==> config.mk <==
export PLATFORM = sky130hd
export DESIGN_NAME = register_file
export DESIGN_NICKNAME = d
export VERILOG_FILES = /design/src/register_file.sv
export VERILOG_INCLUDE_DIRS = /design/src /design/src/common
export SDC_FILE = /design/constraint.sdc
export NUM_CORES = 2
export LEC_CHECK = 0
export ABC_AREA = 1
export BUFFER_PORTS_ARGS = -buffer_cell sky130_fd_sc_hd__buf_2
export CORE_MARGIN = 10
export CORE_UTILIZATION = 35
export DETAILED_ROUTE_END_ITERATION = 8
export GPL_TIMING_DRIVEN = 1
export PLACE_DENSITY = 0.56
export SLEW_MARGIN = 5
export SYNTH_ARGS = -nofsm -noshare
export SYNTH_HDL_FRONTEND = slang
export SYNTH_SLANG_ARGS = --single-unit
==> constraint.sdc <==
create_clock -name clk -period 2.8 [get_ports clk]
set_input_delay 0.14 -clock clk [delete_from_list [all_inputs] [get_ports clk]]
set_output_delay 0.14 -clock clk [all_outputs]
set_load 0.01 [all_outputs]
==> src/common/pipe_cfg.svh <==
`ifndef PIPE_CFG_SVH
`define PIPE_CFG_SVH

// Register address width
// 5 bits gives 32 architectural registers, r0 reads as zero
`define PIPE_REG_ADDR 5

// Integer data path width, also the width of load and store words
`define PIPE_DATA_W 32

// Data memory size in words
// The memory is word addressed and uses only the low address bits
`define PIPE_MEM_DEPTH 64

`endif

==> src/register_file.sv <==
`timescale 1ns/1ps
`default_nettype none

`include "pipe_cfg.svh"

module register_file
(
    input  wire                      clk,
    input  wire                      reset,
    input  wire [`PIPE_REG_ADDR-1:0] rd_addr1,  // Issue source 1
    input  wire [`PIPE_REG_ADDR-1:0] rd_addr2,  // Issue source 2
    input  wire                      wr_en,     // From MEM/WB regwrite
    input  wire [`PIPE_REG_ADDR-1:0] wr_addr,
    input  wire [`PIPE_DATA_W-1:0]   wr_data,
    output logic [`PIPE_DATA_W-1:0]  rd_data1,
    output logic [`PIPE_DATA_W-1:0]  rd_data2
);

    localparam int num_regs = 1 << `PIPE_REG_ADDR;

    logic [`PIPE_DATA_W-1:0] regs [num_regs];

    // r0 is hardwired, a write in flight is returned directly
    function automatic logic [`PIPE_DATA_W-1:0] read_port
    (
        input logic [`PIPE_REG_ADDR-1:0] addr
    );
        if (addr == '0)
            return '0;
        else if (wr_en && wr_addr == addr)
            return wr_data;  // Write-through, covers the three-apart dependence
        else
            return regs[addr];
    endfunction

    always_ff @(posedge clk)
    begin
        if (reset)
        begin
            for (int i = 0; i < num_regs; i++)
                regs[i] <= '0;
        end
        else if (wr_en && wr_addr != '0)
            regs[wr_addr] <= wr_data;
    end

    always_comb
    begin
        rd_data1 = read_port(rd_addr1);
        rd_data2 = read_port(rd_addr2);
    end

endmodule

`default_nettype wire

==> reports/metrics.csv <==
stage,metric,value,unit
clock_network,clock tree sinks,1024,
placement,# port buffers,113,
pwr,PD cells,586,nW/um2
logic_synthesis,share of the synthesized area in the top cell type,0.530,
worst_setup_path,worst endpoint required time,2.66,ns
timing,period utilisation layout,0.977,
floorplanning,Starting Density,0.352,
cells_and_area,share of post-route cells with drive strength above 1,0.0924,
clock_network,clock slew at reported path FFs,0.06,ns
cells_and_area,final instance area,66000,um2
route,via count,54000,
worst_setup_path,Worst Path Arrival,2.59,ns
flow_run,maxcap violations,0,
worst_setup_path,kind of critical path,reg2out,
timing,Final Max Tran Viols,0,
logic_synthesis,sequential share of the synthesized area,0.530,
timing,Final TNS setup,0,ns
logic_synthesis,Yosys warnings,0,
worst_setup_path,CP dominant cell by count,nand3_1,
logic_synthesis,Post-Syn Area per Cell,7.81,um2
timing,hold_ws,0.0590,ns
pwr,NetSw,11100,uW
floorplanning,I/O Pins,114,
logic_synthesis,Synth cell types,21,
grt,largest net degree at the start of global routing,123,
route,Vias/cell,5.61,
worst_setup_path,Crit-path slowest cell,edfxtp_1,
logic_synthesis,Synth Area in Compound Gates,0.0816,
cells_and_area,fill count,16300,
clock_network,Post-CTS Setup Bufs,0,
clock_network,CTS Root Cell,clkbuf_16,
route,1st-pass router iterations,7,
floorplanning,cell row count,149,
logic_synthesis,top_reg_cell synth,edfxtp_1,
placement,placed cell area,62500,um2
logic_synthesis,post-synth top area cell,edfxtp_1,
route,WL final,236000,um
logic_synthesis,number of synthesized flops with an enable pin,1024,
outcome,status,"finished, final reports clean",
grt,initial antenna violation count,2,
clock_network,H-tree lvl count,3,
placement,gpl congestion,0.943,
logic_synthesis,post-synthesis cell area,58000,um2
pwr,Logic pwr share,0.150,
floorplanning,Core ar.,165000,um2
worst_setup_path,Top delay family on crit path,simple AND/OR/NAND/NOR gates,
timing,crit path time final,2.73,ns
worst_setup_path,crit-path max cell delay,0.39,ns
route,DRT antenna net count,0,
logic_synthesis,post-synthesis simple-gate area fraction,0.302,
route,Starting DRT DRC Count,7857,
clock_network,CTS tree,yes,
logic_synthesis,asr flop ratio synth,0,
timing,relative slew slack,0.372,
cells_and_area,Top reg by flops,regs,
pwr,VDD IR max,0.503,mV
cells_and_area,largest registers,regs x1024,
grt,All-Layer GR Usage,0.250,
logic_synthesis,mux contribution to synthesized area,0,
grt,global route overflow,0,
cells_and_area,Final nets,7396,
route,routed length per instance,24.5,um
worst_setup_path,WP buf/inv,1,
route,DRC,0,
logic_synthesis,Yosys reg bits,1024,
pwr,Leak Pwr,0.0279,uW
pwr,Pint,27600,uW
worst_setup_path,worst-path maximum fanout,2,
timing,endpoints failing setup,0,
grt,first-pass GRT wire length,340000,um
timing,Fmax,366,MHz
logic_synthesis,"count leader, synth",nand2_1,
timing,RSZ-0062 raised after global routing,false,
logic_synthesis,Synth top cells by count,"nand2_1, nor2_1, nand3_1",
floorplanning,DIE WIDTH,427,um
placement,Final HPWL DP,143000,um
floorplanning,chip height,427,um
hold_path,Tightest Hold Check Type,in2reg,
pwr,Tot Pwr,38700,uW
worst_setup_path,CP Capture Type,output port,
worst_setup_path,cell-by-cell listing of the critical path,or2_2 -> nand3_1 -> nand3_1 -> nand3_1 -> nand3_1 -> nand2_1 -> a21oi_1 -> buf_2,
pwr,clock share of power,0.383,
logic_synthesis,largest family of logic cells by synthesized area,simple AND/OR/NAND/NOR gates,
logic_synthesis,post-synthesis xor/xnor area fraction,0.000302,
floorplanning,die area,183000,um2
logic_synthesis,cell count after synthesis,7427,
clock_network,maximum buffer depth of the clock tree,3,
timing,final hold vios,0,
timing,worst slew pin tran,0.937,ns
pwr,sw frac,0.286,
cells_and_area,Area Growth Syn to Fin,13.8,%
logic_synthesis,synth top area cells,"edfxtp_1, nand2_1, nand3_1",
pwr,sequential share of power,0.467,
worst_setup_path,startpoint types,register,
logic_synthesis,post-synthesis adder-cell area fraction,0,
clock_network,cts bufs inserted,109,
cells_and_area,max reg flops,1024,
grt,vias in the first global route,50600,
kinds of logic after synthesis:
group / count (synthesis)
flip-flops: 1024
buffers and inverters: 1274
XOR/XNOR: 2
AO/OA/AOI/OAI: 850
AND/OR/NAND/NOR: 4276
other: 1
timing repair:
item	4_1_cts	5_1_grt
resized for setup	0	1
hold buffers	1	0
hold endpoints to repair	8	0
setup endpoints to repair	0	1
metal layers:
layer | vias up | routed length, um | global-route usage
met3 | 673 | 24500 | 0.0484
met2 | 3315 | 106000 | 0.392
met5 | - | 13 | 0
met1 | 25900 | 90100 | 0.319
met4 | 2 | 15100 | 0.152
li1 | 24200 | - | -
power groups by stage:
stage / sequential, uW / combinational (uW) / clock [uW]
finish: 18100 / 5810 / 14800
global route: 18100 / 6190 / 15500
CTS: 18000 / 5640 / 15000
detailed placement: 18400 / 5620 / 0
global placement: 18300 / 5560 / 0
floorplan: 18300 / 3210 / 0
area by class of cell:
type	count	area, um2	area share
Multi-Input combinational cell	5160	22600	0.342
Inverter	635	2410	0.0366
Sequential cell	1024	30700	0.466
Clock buffer	135	2850	0.0431
Antenna cell	1	2.50	0.0000379
Clock inverter	69	691	0.0105
Tap cell	2189	2740	0.0415
Timing Repair Buffer	416	4020	0.0608
path summary, 6_finish.rpt:
check                                      start                    endpoint  cells after the start
worst min-delay path                 wr_data[19]  regs[17][19]$_SDFFCE_PN0P_                      4
worst max-delay path  regs[28][10]$_SDFFCE_PN0P_                rd_data2[10]                      8
placed cells by master (no fill, tap or decap), types with 4 or more instances in the layout:
master,netlist,layout
clkinv_2,0,21
or2_2,55,55
clkinv_1,2,26
a21oi_1,267,266
clkbuf_1,423,25
nand2_2,0,45
nor2_1,1343,1339
nand2_1,1799,1754
nand3_1,1067,1065
bufinv_16,0,12
o22ai_1,5,5
nor3_1,8,8
o21ai_0,386,386
buf_12,0,90
buf_2,159,106
conb_1,1,32
edfxtp_1,1024,1024
buf_4,0,214
clkinvlp_4,0,4
inv_2,5,4
o211ai_1,191,191
clkbuf_16,0,110
inv_1,628,625
per-stage QoR:
stage | util | setup slack [ns] | instances
after floorplan | - | 0.286 | 7458
after global placement | 0.379 | 0.202 | 9423
after detailed placement | 0.379 | 0.132 | 9423
after CTS | 0.400 | 0.102 | 9628
after global routing | 0.400 | 0.0185 | 9629
final | 0.400 | 0.0654 | 9629
(Power assumes the default switching activity.)
