## config.mk

```make
export PLATFORM = sky130hd
export DESIGN_NAME = execute_stage
export DESIGN_NICKNAME = d
export VERILOG_FILES = /design/src/common/pipe_pkg.sv /design/src/forwarding_control.sv /design/src/execute/alu.sv /design/src/execute/execute_stage.sv
export VERILOG_INCLUDE_DIRS = /design/src /design/src/common
export SDC_FILE = /design/constraint.sdc
export NUM_CORES = 1
export LEC_CHECK = 0
export BUFFER_PORTS_ARGS = -buffer_cell sky130_fd_sc_hd__buf_4
export CAP_MARGIN = 20
export CORE_ASPECT_RATIO = 1.75
export CORE_MARGIN = 1
export CORE_UTILIZATION = 45
export CTS_BUF_LIST = sky130_fd_sc_hd__clkbuf_8
export DETAILED_ROUTE_END_ITERATION = 6
export PLACE_DENSITY = 0.67
export SKIP_CTS_REPAIR_TIMING = 1
export SLEW_MARGIN = 20
export SYNTH_ARGS = -nofsm -noshare
export SYNTH_HDL_FRONTEND = slang
export SYNTH_HIERARCHICAL = 1
export SYNTH_SLANG_ARGS = --single-unit
```

## constraint.sdc

```tcl
create_clock -name clk -period 13.9 [get_ports clk]
set_clock_uncertainty 0.1 [all_clocks]
set_input_delay 2.78 -clock clk [delete_from_list [all_inputs] [get_ports clk]]
set_output_delay 2.78 -clock clk [all_outputs]
set_load 0.005 [all_outputs]
```

## src/common/pipe_cfg.svh

```systemverilog
`ifndef PIPE_CFG_SVH
`define PIPE_CFG_SVH

// Register address width
// 5 bits gives 32 architectural registers, r0 reads as zero
`define PIPE_REG_ADDR 5

// Integer data path width, also the width of load and store words
`define PIPE_DATA_W 32

// Data memory size in words
// The memory is word addressed and uses only the low address bits
`define PIPE_MEM_DEPTH 64

`endif

```

## src/common/pipe_pkg.sv

```systemverilog
`default_nettype none

package pipe_pkg;

    // ALU operations, carried from issue through ID/EX
    typedef enum logic [2:0] {
        alu_add = 3'd0,
        alu_sub = 3'd1,
        alu_and = 3'd2,
        alu_or  = 3'd3,
        alu_xor = 3'd4,
        alu_sll = 3'd5,  // Shift left by b[4:0]
        alu_srl = 3'd6,  // Logical shift right by b[4:0]
        alu_slt = 3'd7   // Signed set less than
    } alu_op_t;

    // Operand source for the EX bypass muxes
    typedef enum logic [1:0] {
        fwd_reg = 2'b00, // Register file value latched in ID/EX
        fwd_mem = 2'b01, // EX/MEM result, newest producer
        fwd_wb  = 2'b10  // MEM/WB result
    } fwd_sel_t;

    // Store data source in MEM
    typedef enum logic {
        mem_fwd_none = 1'b0, // Keep the store data held in EX/MEM
        mem_fwd_wb   = 1'b1  // Take the value in MEM/WB, load then store
    } mem_fwd_sel_t;

endpackage

`default_nettype wire

```

## src/forwarding_control.sv

```systemverilog
`timescale 1ns/1ps
`default_nettype none

`include "pipe_cfg.svh"

module forwarding_control
(
    input  wire [`PIPE_REG_ADDR-1:0] id_ex_src1,       // EX stage source 1
    input  wire [`PIPE_REG_ADDR-1:0] id_ex_src2,       // EX stage source 2
    input  wire [`PIPE_REG_ADDR-1:0] ex_mem_src2,      // Store data register in MEM
    input  wire                      ex_mem_regwrite,  // MEM stage writes the register file
    input  wire [`PIPE_REG_ADDR-1:0] ex_mem_dest_reg,  // MEM stage destination
    input  wire                      ex_mem_writemem,  // MEM stage is a store
    input  wire                      mem_wb_regwrite,  // WB stage writes the register file
    input  wire [`PIPE_REG_ADDR-1:0] mem_wb_dest_reg,  // WB stage destination
    output pipe_pkg::fwd_sel_t       forward_src1,     // Operand a mux select
    output pipe_pkg::fwd_sel_t       forward_src2,     // Operand b and store data mux select
    output pipe_pkg::mem_fwd_sel_t   forward_mem       // Store data mux select in MEM
);

    // Producer match, register zero excluded
    logic ex_mem_live;
    logic mem_wb_live;

    // Newest producer first, so a hit in MEM hides an older hit in WB
    function automatic pipe_pkg::fwd_sel_t pick_source
    (
        input logic [`PIPE_REG_ADDR-1:0] src
    );
        if (ex_mem_live && ex_mem_dest_reg == src)
            return pipe_pkg::fwd_mem;
        else if (mem_wb_live && mem_wb_dest_reg == src)
            return pipe_pkg::fwd_wb;
        else
            return pipe_pkg::fwd_reg;
    endfunction

    assign ex_mem_live = ex_mem_regwrite && (ex_mem_dest_reg != '0);
    assign mem_wb_live = mem_wb_regwrite && (mem_wb_dest_reg != '0);

    always_comb
    begin
        forward_src1 = pick_source(id_ex_src1);
        forward_src2 = pick_source(id_ex_src2);
    end

    // Store right after a load of its data register
    // The EX bypass picked up the load address, so MEM takes the loaded word instead
    // Independent of the operand selects, a store writes no register
    always_comb
    begin
        if (ex_mem_writemem && mem_wb_live && mem_wb_dest_reg == ex_mem_src2)
            forward_mem = pipe_pkg::mem_fwd_wb;
        else
            forward_mem = pipe_pkg::mem_fwd_none;
    end

endmodule

`default_nettype wire

```

## src/execute/alu.sv

```systemverilog
`timescale 1ns/1ps
`default_nettype none

`include "pipe_cfg.svh"

module alu
(
    input  wire pipe_pkg::alu_op_t  op,
    input  wire [`PIPE_DATA_W-1:0]  a,       // Bypassed operand a
    input  wire [`PIPE_DATA_W-1:0]  b,       // Bypassed operand b or immediate
    output logic [`PIPE_DATA_W-1:0] result
);

    localparam int shamt_w = $clog2(`PIPE_DATA_W);

    logic [shamt_w-1:0] shamt;  // Low 5 bits of b
    logic               less;   // Signed compare for slt

    assign shamt = b[shamt_w-1:0];
    assign less  = $signed(a) < $signed(b);

    always_comb
    begin
        case (op)
            pipe_pkg::alu_add:
                result = a + b;
            pipe_pkg::alu_sub:
                result = a - b;
            pipe_pkg::alu_and:
                result = a & b;
            pipe_pkg::alu_or:
                result = a | b;
            pipe_pkg::alu_xor:
                result = a ^ b;
            pipe_pkg::alu_sll:
                result = a << shamt;
            pipe_pkg::alu_srl:
                result = a >> shamt;  // Zero fill
            pipe_pkg::alu_slt:
                result = {{(`PIPE_DATA_W-1){1'b0}}, less};
            default:
                result = '0;
        endcase
    end

endmodule

`default_nettype wire

```

## src/execute/execute_stage.sv

```systemverilog
`timescale 1ns/1ps
`default_nettype none

`include "pipe_cfg.svh"

module execute_stage
(
    input  wire                       clk,
    input  wire                       reset,
    input  wire pipe_pkg::alu_op_t    id_ex_op,
    input  wire [`PIPE_DATA_W-1:0]    id_ex_a,          // Register file value, source 1
    input  wire [`PIPE_DATA_W-1:0]    id_ex_b,          // Register file value, source 2
    input  wire [`PIPE_DATA_W-1:0]    id_ex_imm,
    input  wire                       id_ex_use_imm,    // Immediate replaces operand b
    input  wire [`PIPE_REG_ADDR-1:0]  id_ex_src1,
    input  wire [`PIPE_REG_ADDR-1:0]  id_ex_src2,
    input  wire [`PIPE_REG_ADDR-1:0]  id_ex_dest,
    input  wire                       id_ex_regwrite,
    input  wire                       id_ex_memread,
    input  wire                       id_ex_memwrite,
    input  wire [`PIPE_DATA_W-1:0]    mem_wb_result,    // Load data or ALU result
    input  wire                       mem_wb_regwrite,
    input  wire [`PIPE_REG_ADDR-1:0]  mem_wb_dest,
    output logic [`PIPE_DATA_W-1:0]   ex_mem_result,    // ALU result, memory address
    output logic [`PIPE_DATA_W-1:0]   ex_mem_store_data,
    output logic [`PIPE_REG_ADDR-1:0] ex_mem_src2,
    output logic [`PIPE_REG_ADDR-1:0] ex_mem_dest,
    output logic                      ex_mem_regwrite,
    output logic                      ex_mem_memread,
    output logic                      ex_mem_memwrite,
    output pipe_pkg::mem_fwd_sel_t    forward_mem       // Used by the store data mux in MEM
);

    pipe_pkg::fwd_sel_t      forward_src1;
    pipe_pkg::fwd_sel_t      forward_src2;
    logic [`PIPE_DATA_W-1:0] op_a;        // Bypassed source 1
    logic [`PIPE_DATA_W-1:0] fwd_b;       // Bypassed source 2, also store data
    logic [`PIPE_DATA_W-1:0] op_b;        // After immediate select
    logic [`PIPE_DATA_W-1:0] alu_result;

    // Three-way bypass mux shared by both operands
    function automatic logic [`PIPE_DATA_W-1:0] bypass
    (
        input pipe_pkg::fwd_sel_t      sel,
        input logic [`PIPE_DATA_W-1:0] reg_value
    );
        case (sel)
            pipe_pkg::fwd_mem: return ex_mem_result;
            pipe_pkg::fwd_wb:  return mem_wb_result;
            default:           return reg_value;
        endcase
    endfunction

    forwarding_control forwarding_control_inst
    (
        .id_ex_src1      (id_ex_src1),
        .id_ex_src2      (id_ex_src2),
        .ex_mem_src2     (ex_mem_src2),
        .ex_mem_regwrite (ex_mem_regwrite),
        .ex_mem_dest_reg (ex_mem_dest),
        .ex_mem_writemem (ex_mem_memwrite),
        .mem_wb_regwrite (mem_wb_regwrite),
        .mem_wb_dest_reg (mem_wb_dest),
        .forward_src1    (forward_src1),
        .forward_src2    (forward_src2),
        .forward_mem     (forward_mem)
    );

    always_comb
    begin
        op_a = bypass(forward_src1, id_ex_a);
        fwd_b = bypass(forward_src2, id_ex_b);
        op_b = id_ex_use_imm ? id_ex_imm : fwd_b;  // Loads and stores add the offset
    end

    alu alu_inst
    (
        .op     (id_ex_op),
        .a      (op_a),
        .b      (op_b),
        .result (alu_result)
    );

    // EX/MEM control, cleared on reset so no stray write follows it
    always_ff @(posedge clk)
    begin
        if (reset)
        begin
            ex_mem_regwrite <= 1'b0;
            ex_mem_memread  <= 1'b0;
            ex_mem_memwrite <= 1'b0;
        end
        else
        begin
            ex_mem_regwrite <= id_ex_regwrite;
            ex_mem_memread  <= id_ex_memread;
            ex_mem_memwrite <= id_ex_memwrite;
        end
    end

    // EX/MEM payload
    always_ff @(posedge clk)
    begin
        ex_mem_result     <= alu_result;
        ex_mem_store_data <= fwd_b;
        ex_mem_src2       <= id_ex_src2;   // Kept for the load then store check
        ex_mem_dest       <= id_ex_dest;
    end

endmodule

`default_nettype wire

```

==> run_results.csv <==
group,metric,value,unit
critical_path,crit_arrival,9.09,ns
power,leakagePower,6.31,nW
floorplan,initial_utilization,46.2,%
floorplan,die_h,218,µm
yosys,seq_area_frac_synth,12.8,%
power,power_frac_clock,17.8,%
clock_tree,cts_buffers,9,
power,switching_share,48.5,%
critical_path,critical_path_class,"input pin to register",
floorplan,ios,236,
routing,ant_nets,0,
global_routing,grtUsageTotal,42.6,%
routing,vias,14100,
timing,tns,0,ns
critical_path,cp_cell_sequence,"buf_4 -> or4_1 -> o21ai_2 -> nor3_2 -> inv_1 -> ha_2 -> buf_4 -> a221oi_1 -> o31ai_4 -> buf_4 -> buf_4 -> ha_1 -> inv_1 -> fa_1 -> nor2b_1 -> o31a_1 -> o21ai_2 -> a2111oi_4 -> nor2_2 -> o41ai_4 -> mux2i_1 -> nor2_1 -> or4_1",
yosys,synth_edf_count,0,
clock_tree,tritoncts,"done",
critical_path,startpoint,"mem_wb_dest[1]",
finish,final_cells,2138,
routing,wl,59.4,mm
power,switching_power,0.000581,W
global_routing,grt_pass1_vias,14100,
finish,final_util,54.7,%
clock_tree,path_clk_slew,0.10,ns
clock_tree,clockBufferDepth,2,
finish,final_layout_size_suffix_gt1_share,23.5,%
global_routing,antenna_found_initial,2,
finish,reg.largest.list,"ex_mem_result (32), ex_mem_store_data (32)",
place,io_buffers,235,
routing,wl_met3,3.77,mm
critical_path,path_buf_inv,6,
run_status,outcome,"finished with violations",
finish,fillers,2659,
finish,seqCellArea,1540,µm²
timing,tightestPinTransition,1.15,ns
power,internal_power,0.000617,W
clock_tree,clk_latency,0.39,ns
critical_path,r2r-start,"ex_mem_dest[4]",
critical_path,required,14.08,ns
routing,top_layer_used,"met5",
place,gp_congestion,1.03,
clock_tree,root_buffer,"clkbuf_8",
timing,min_period,8.91,ns
yosys,yosysWarnings,6,
yosys,ys_seq_elements,77,
yosys,syn_inst,1645,
floorplan,fp.dieW,126,µm
timing,slew_viol_final,0,
clock_tree,cts.sink_count,77,
yosys,yosysUniqueCellTypes,85,
critical_path,cp_common_cell,"buf_4",
critical_path,crit_slowest_cell,"buf_4",
place,dp.final_hpwl,47.0,mm
routing,drc_errors,10,
power,power_frac_comb,58.4,%
routing,drt-pass1-iter-count,7,
min_path,worstHoldStart,"ex_mem_result[4]",
power,p_per_area,84.1,nW/µm²
timing,period_share,64.1,%
yosys,syn_area_per_cell,7.32,µm²
global_routing,grt-ovfl-total,0,
timing,rsz0062_at_grt,"false",
floorplan,core_area,26100,µm²
global_routing,grt_max_degree,69,
run_status,violations,"DRC",
critical_path,critPathTopFamily,"compound AO/OA/AOI/OAI gates",
yosys,synth_ff_type,"dfxtp_1",
timing,hold_viol,0,
routing,wl_per_cell,27.8,µm
job,max_cap_viol_count,0,
routing,m1WireLength,18.8,mm
routing,viasPerCell,6.57,
critical_path,crit_path_max_fanout,53,
finish,nNetsFinal,2073,
routing,first_iter_violations,1620,
timing,finalSetupViolCount,0,
clock_tree,htreeDepth,3,
critical_path,max_stage_delay,0.56,ns
finish,multi_input_area,9550,µm²
yosys,async_flop_share,0,%
power,p_total,0.00120,W
place,dpl.cell_count,2121,
floorplan,rows,78,
timing,max_freq,112,MHz
yosys,syn_nets,1906,
finish,layout_common_cells,"284 x buf_4, 170 x nor2_1, 165 x a21oi_1",
critical_path,endpoint_kind,"register",
min_path,hold_class,"register to register",
routing,wl_met2,29.6,mm
power,p_seq_share,23.8,%
power,irDropWorstVdd,0.0873,mV
global_routing,grt_pass1_wl,86.3,mm
timing,maxSlewHeadroom,23.7,%
yosys,netlist_area,12000,µm²
finish,syn2layout_area_growth,18.3,%
critical_path,cp-start-kind,"input pin",
floorplan,die-area,27400,µm²
finish,final_common_cell,"buf_4",
-- logic make-up (layout without fill, tap and decap cells) --
kind of cell               count (synthesis)  count (layout)  synth area share [%]
AOI/OAI and AO/OA                        611             611                  37.4
and+or+nand+nor                          494             494                  18.8
buffers and inverters                    233             405                  8.27
adders and majority gates                103             103                  10.8
DFF                                       77              77                  12.8
muxes                                     73              73                  7.94
xor gates and xnor gates                  54              54                  3.93
other                                      0               1                     0
-- per-layer routing --
metal  vias to the layer above  track usage, %
met1                      6589            39.5
met3                       311            7.39
met5                         -               0
li1                       6382               -
met4                         2            46.2
met2                       766            75.7
-- path summary, 6_finish.rpt --
path,end,slack [ns],depth (start not counted)
worst min-delay path,ex_mem_store_data[4],0.48,2
worst min register to register,ex_mem_store_data[4],0.48,2
worst max-delay path,ex_mem_result[28],4.99,23
worst max register to register,ex_mem_result[28],6.97,22
-- synthesized netlist by cell type (8+ instances only) --
master,instances,area share (%)
o31ai_2,31,3.2
mux2_2,10,0.94
a222oi_1,18,1.5
o2111ai_1,8,0.58
a22oi_1,32,2.0
o22ai_1,10,0.52
nor4_1,9,0.47
nor2b_1,44,2.3
mux4_2,17,3.2
clkbuf_1,61,1.9
dfxtp_1,77,13
a221oi_1,12,0.87
nand3_1,24,1.0
nand2b_1,17,0.88
inv_1,99,3.1
buf_2,37,1.5
xnor2_1,37,2.7
mux2i_1,46,3.8
nand2_1,149,4.6
a21oi_1,165,6.9
ha_1,101,10
a211oi_1,24,1.5
buf_6,9,0.84
o21ai_0,125,5.2
or3_1,9,0.47
a221oi_2,30,3.7
o21bai_1,8,0.50
nor3_1,32,1.3
xor2_1,17,1.2
buf_1,19,0.59
a21o_1,19,1.2
o211ai_1,22,1.4
nor2_1,172,5.4
-- through the flow --
step	hold slack [ns]	instance area [µm²]	setup slack, ns
2_1_floorplan	0.443	12000	5.66
6_report	0.485	14200	4.99
4_1_cts	0.478	14200	5.11
3_5_place_dp	0.453	14000	4.69
3_3_place_gp	0.453	14000	4.85
5_1_grt	0.512	14200	4.66
-- worst reg2reg max path, stage by stage (launching register included) --
cell       delay, ns
dfxtp_1         0.38
or4_1           0.53
o21ai_2         0.17
nor4_1          0.12
nor3_2          0.22
ha_2            0.20
buf_4           0.45
a221oi_1        0.29
o31ai_4         0.27
buf_4           0.44
buf_4           0.60
ha_1            0.38
inv_1           0.08
fa_1            0.41
nor2b_1         0.16
o31a_1          0.20
o21ai_2         0.15
a2111oi_4       0.39
nor2_2          0.11
o41ai_4         0.39
mux2i_1         0.23
nor2_1          0.05
or4_1           0.50
-- power groups by stage --
stage | Clock, W | Sequential, W | Combinational [W]
detailed placement | 0 | 0.000289 | 0.000678
CTS | 0.000214 | 0.000284 | 0.000681
finish | 0.000213 | 0.000286 | 0.000700
floorplan | 0 | 0.000276 | 0.000411
global placement | 0 | 0.000289 | 0.000678
global route | 0.000221 | 0.000286 | 0.000741
-- area by class of cell --
type / instances / share of cell area [%]
multi-input combinational: 1335 / 67.0
tap: 320 / 2.81
clock buffer: 9 / 0.869
clock inverter: 7 / 0.729
timing repair buffer: 284 / 15.0
inverter: 105 / 2.77
sequential: 77 / 10.8
antenna: 1 / 0.0176
(Power assumes the default switching activity.)
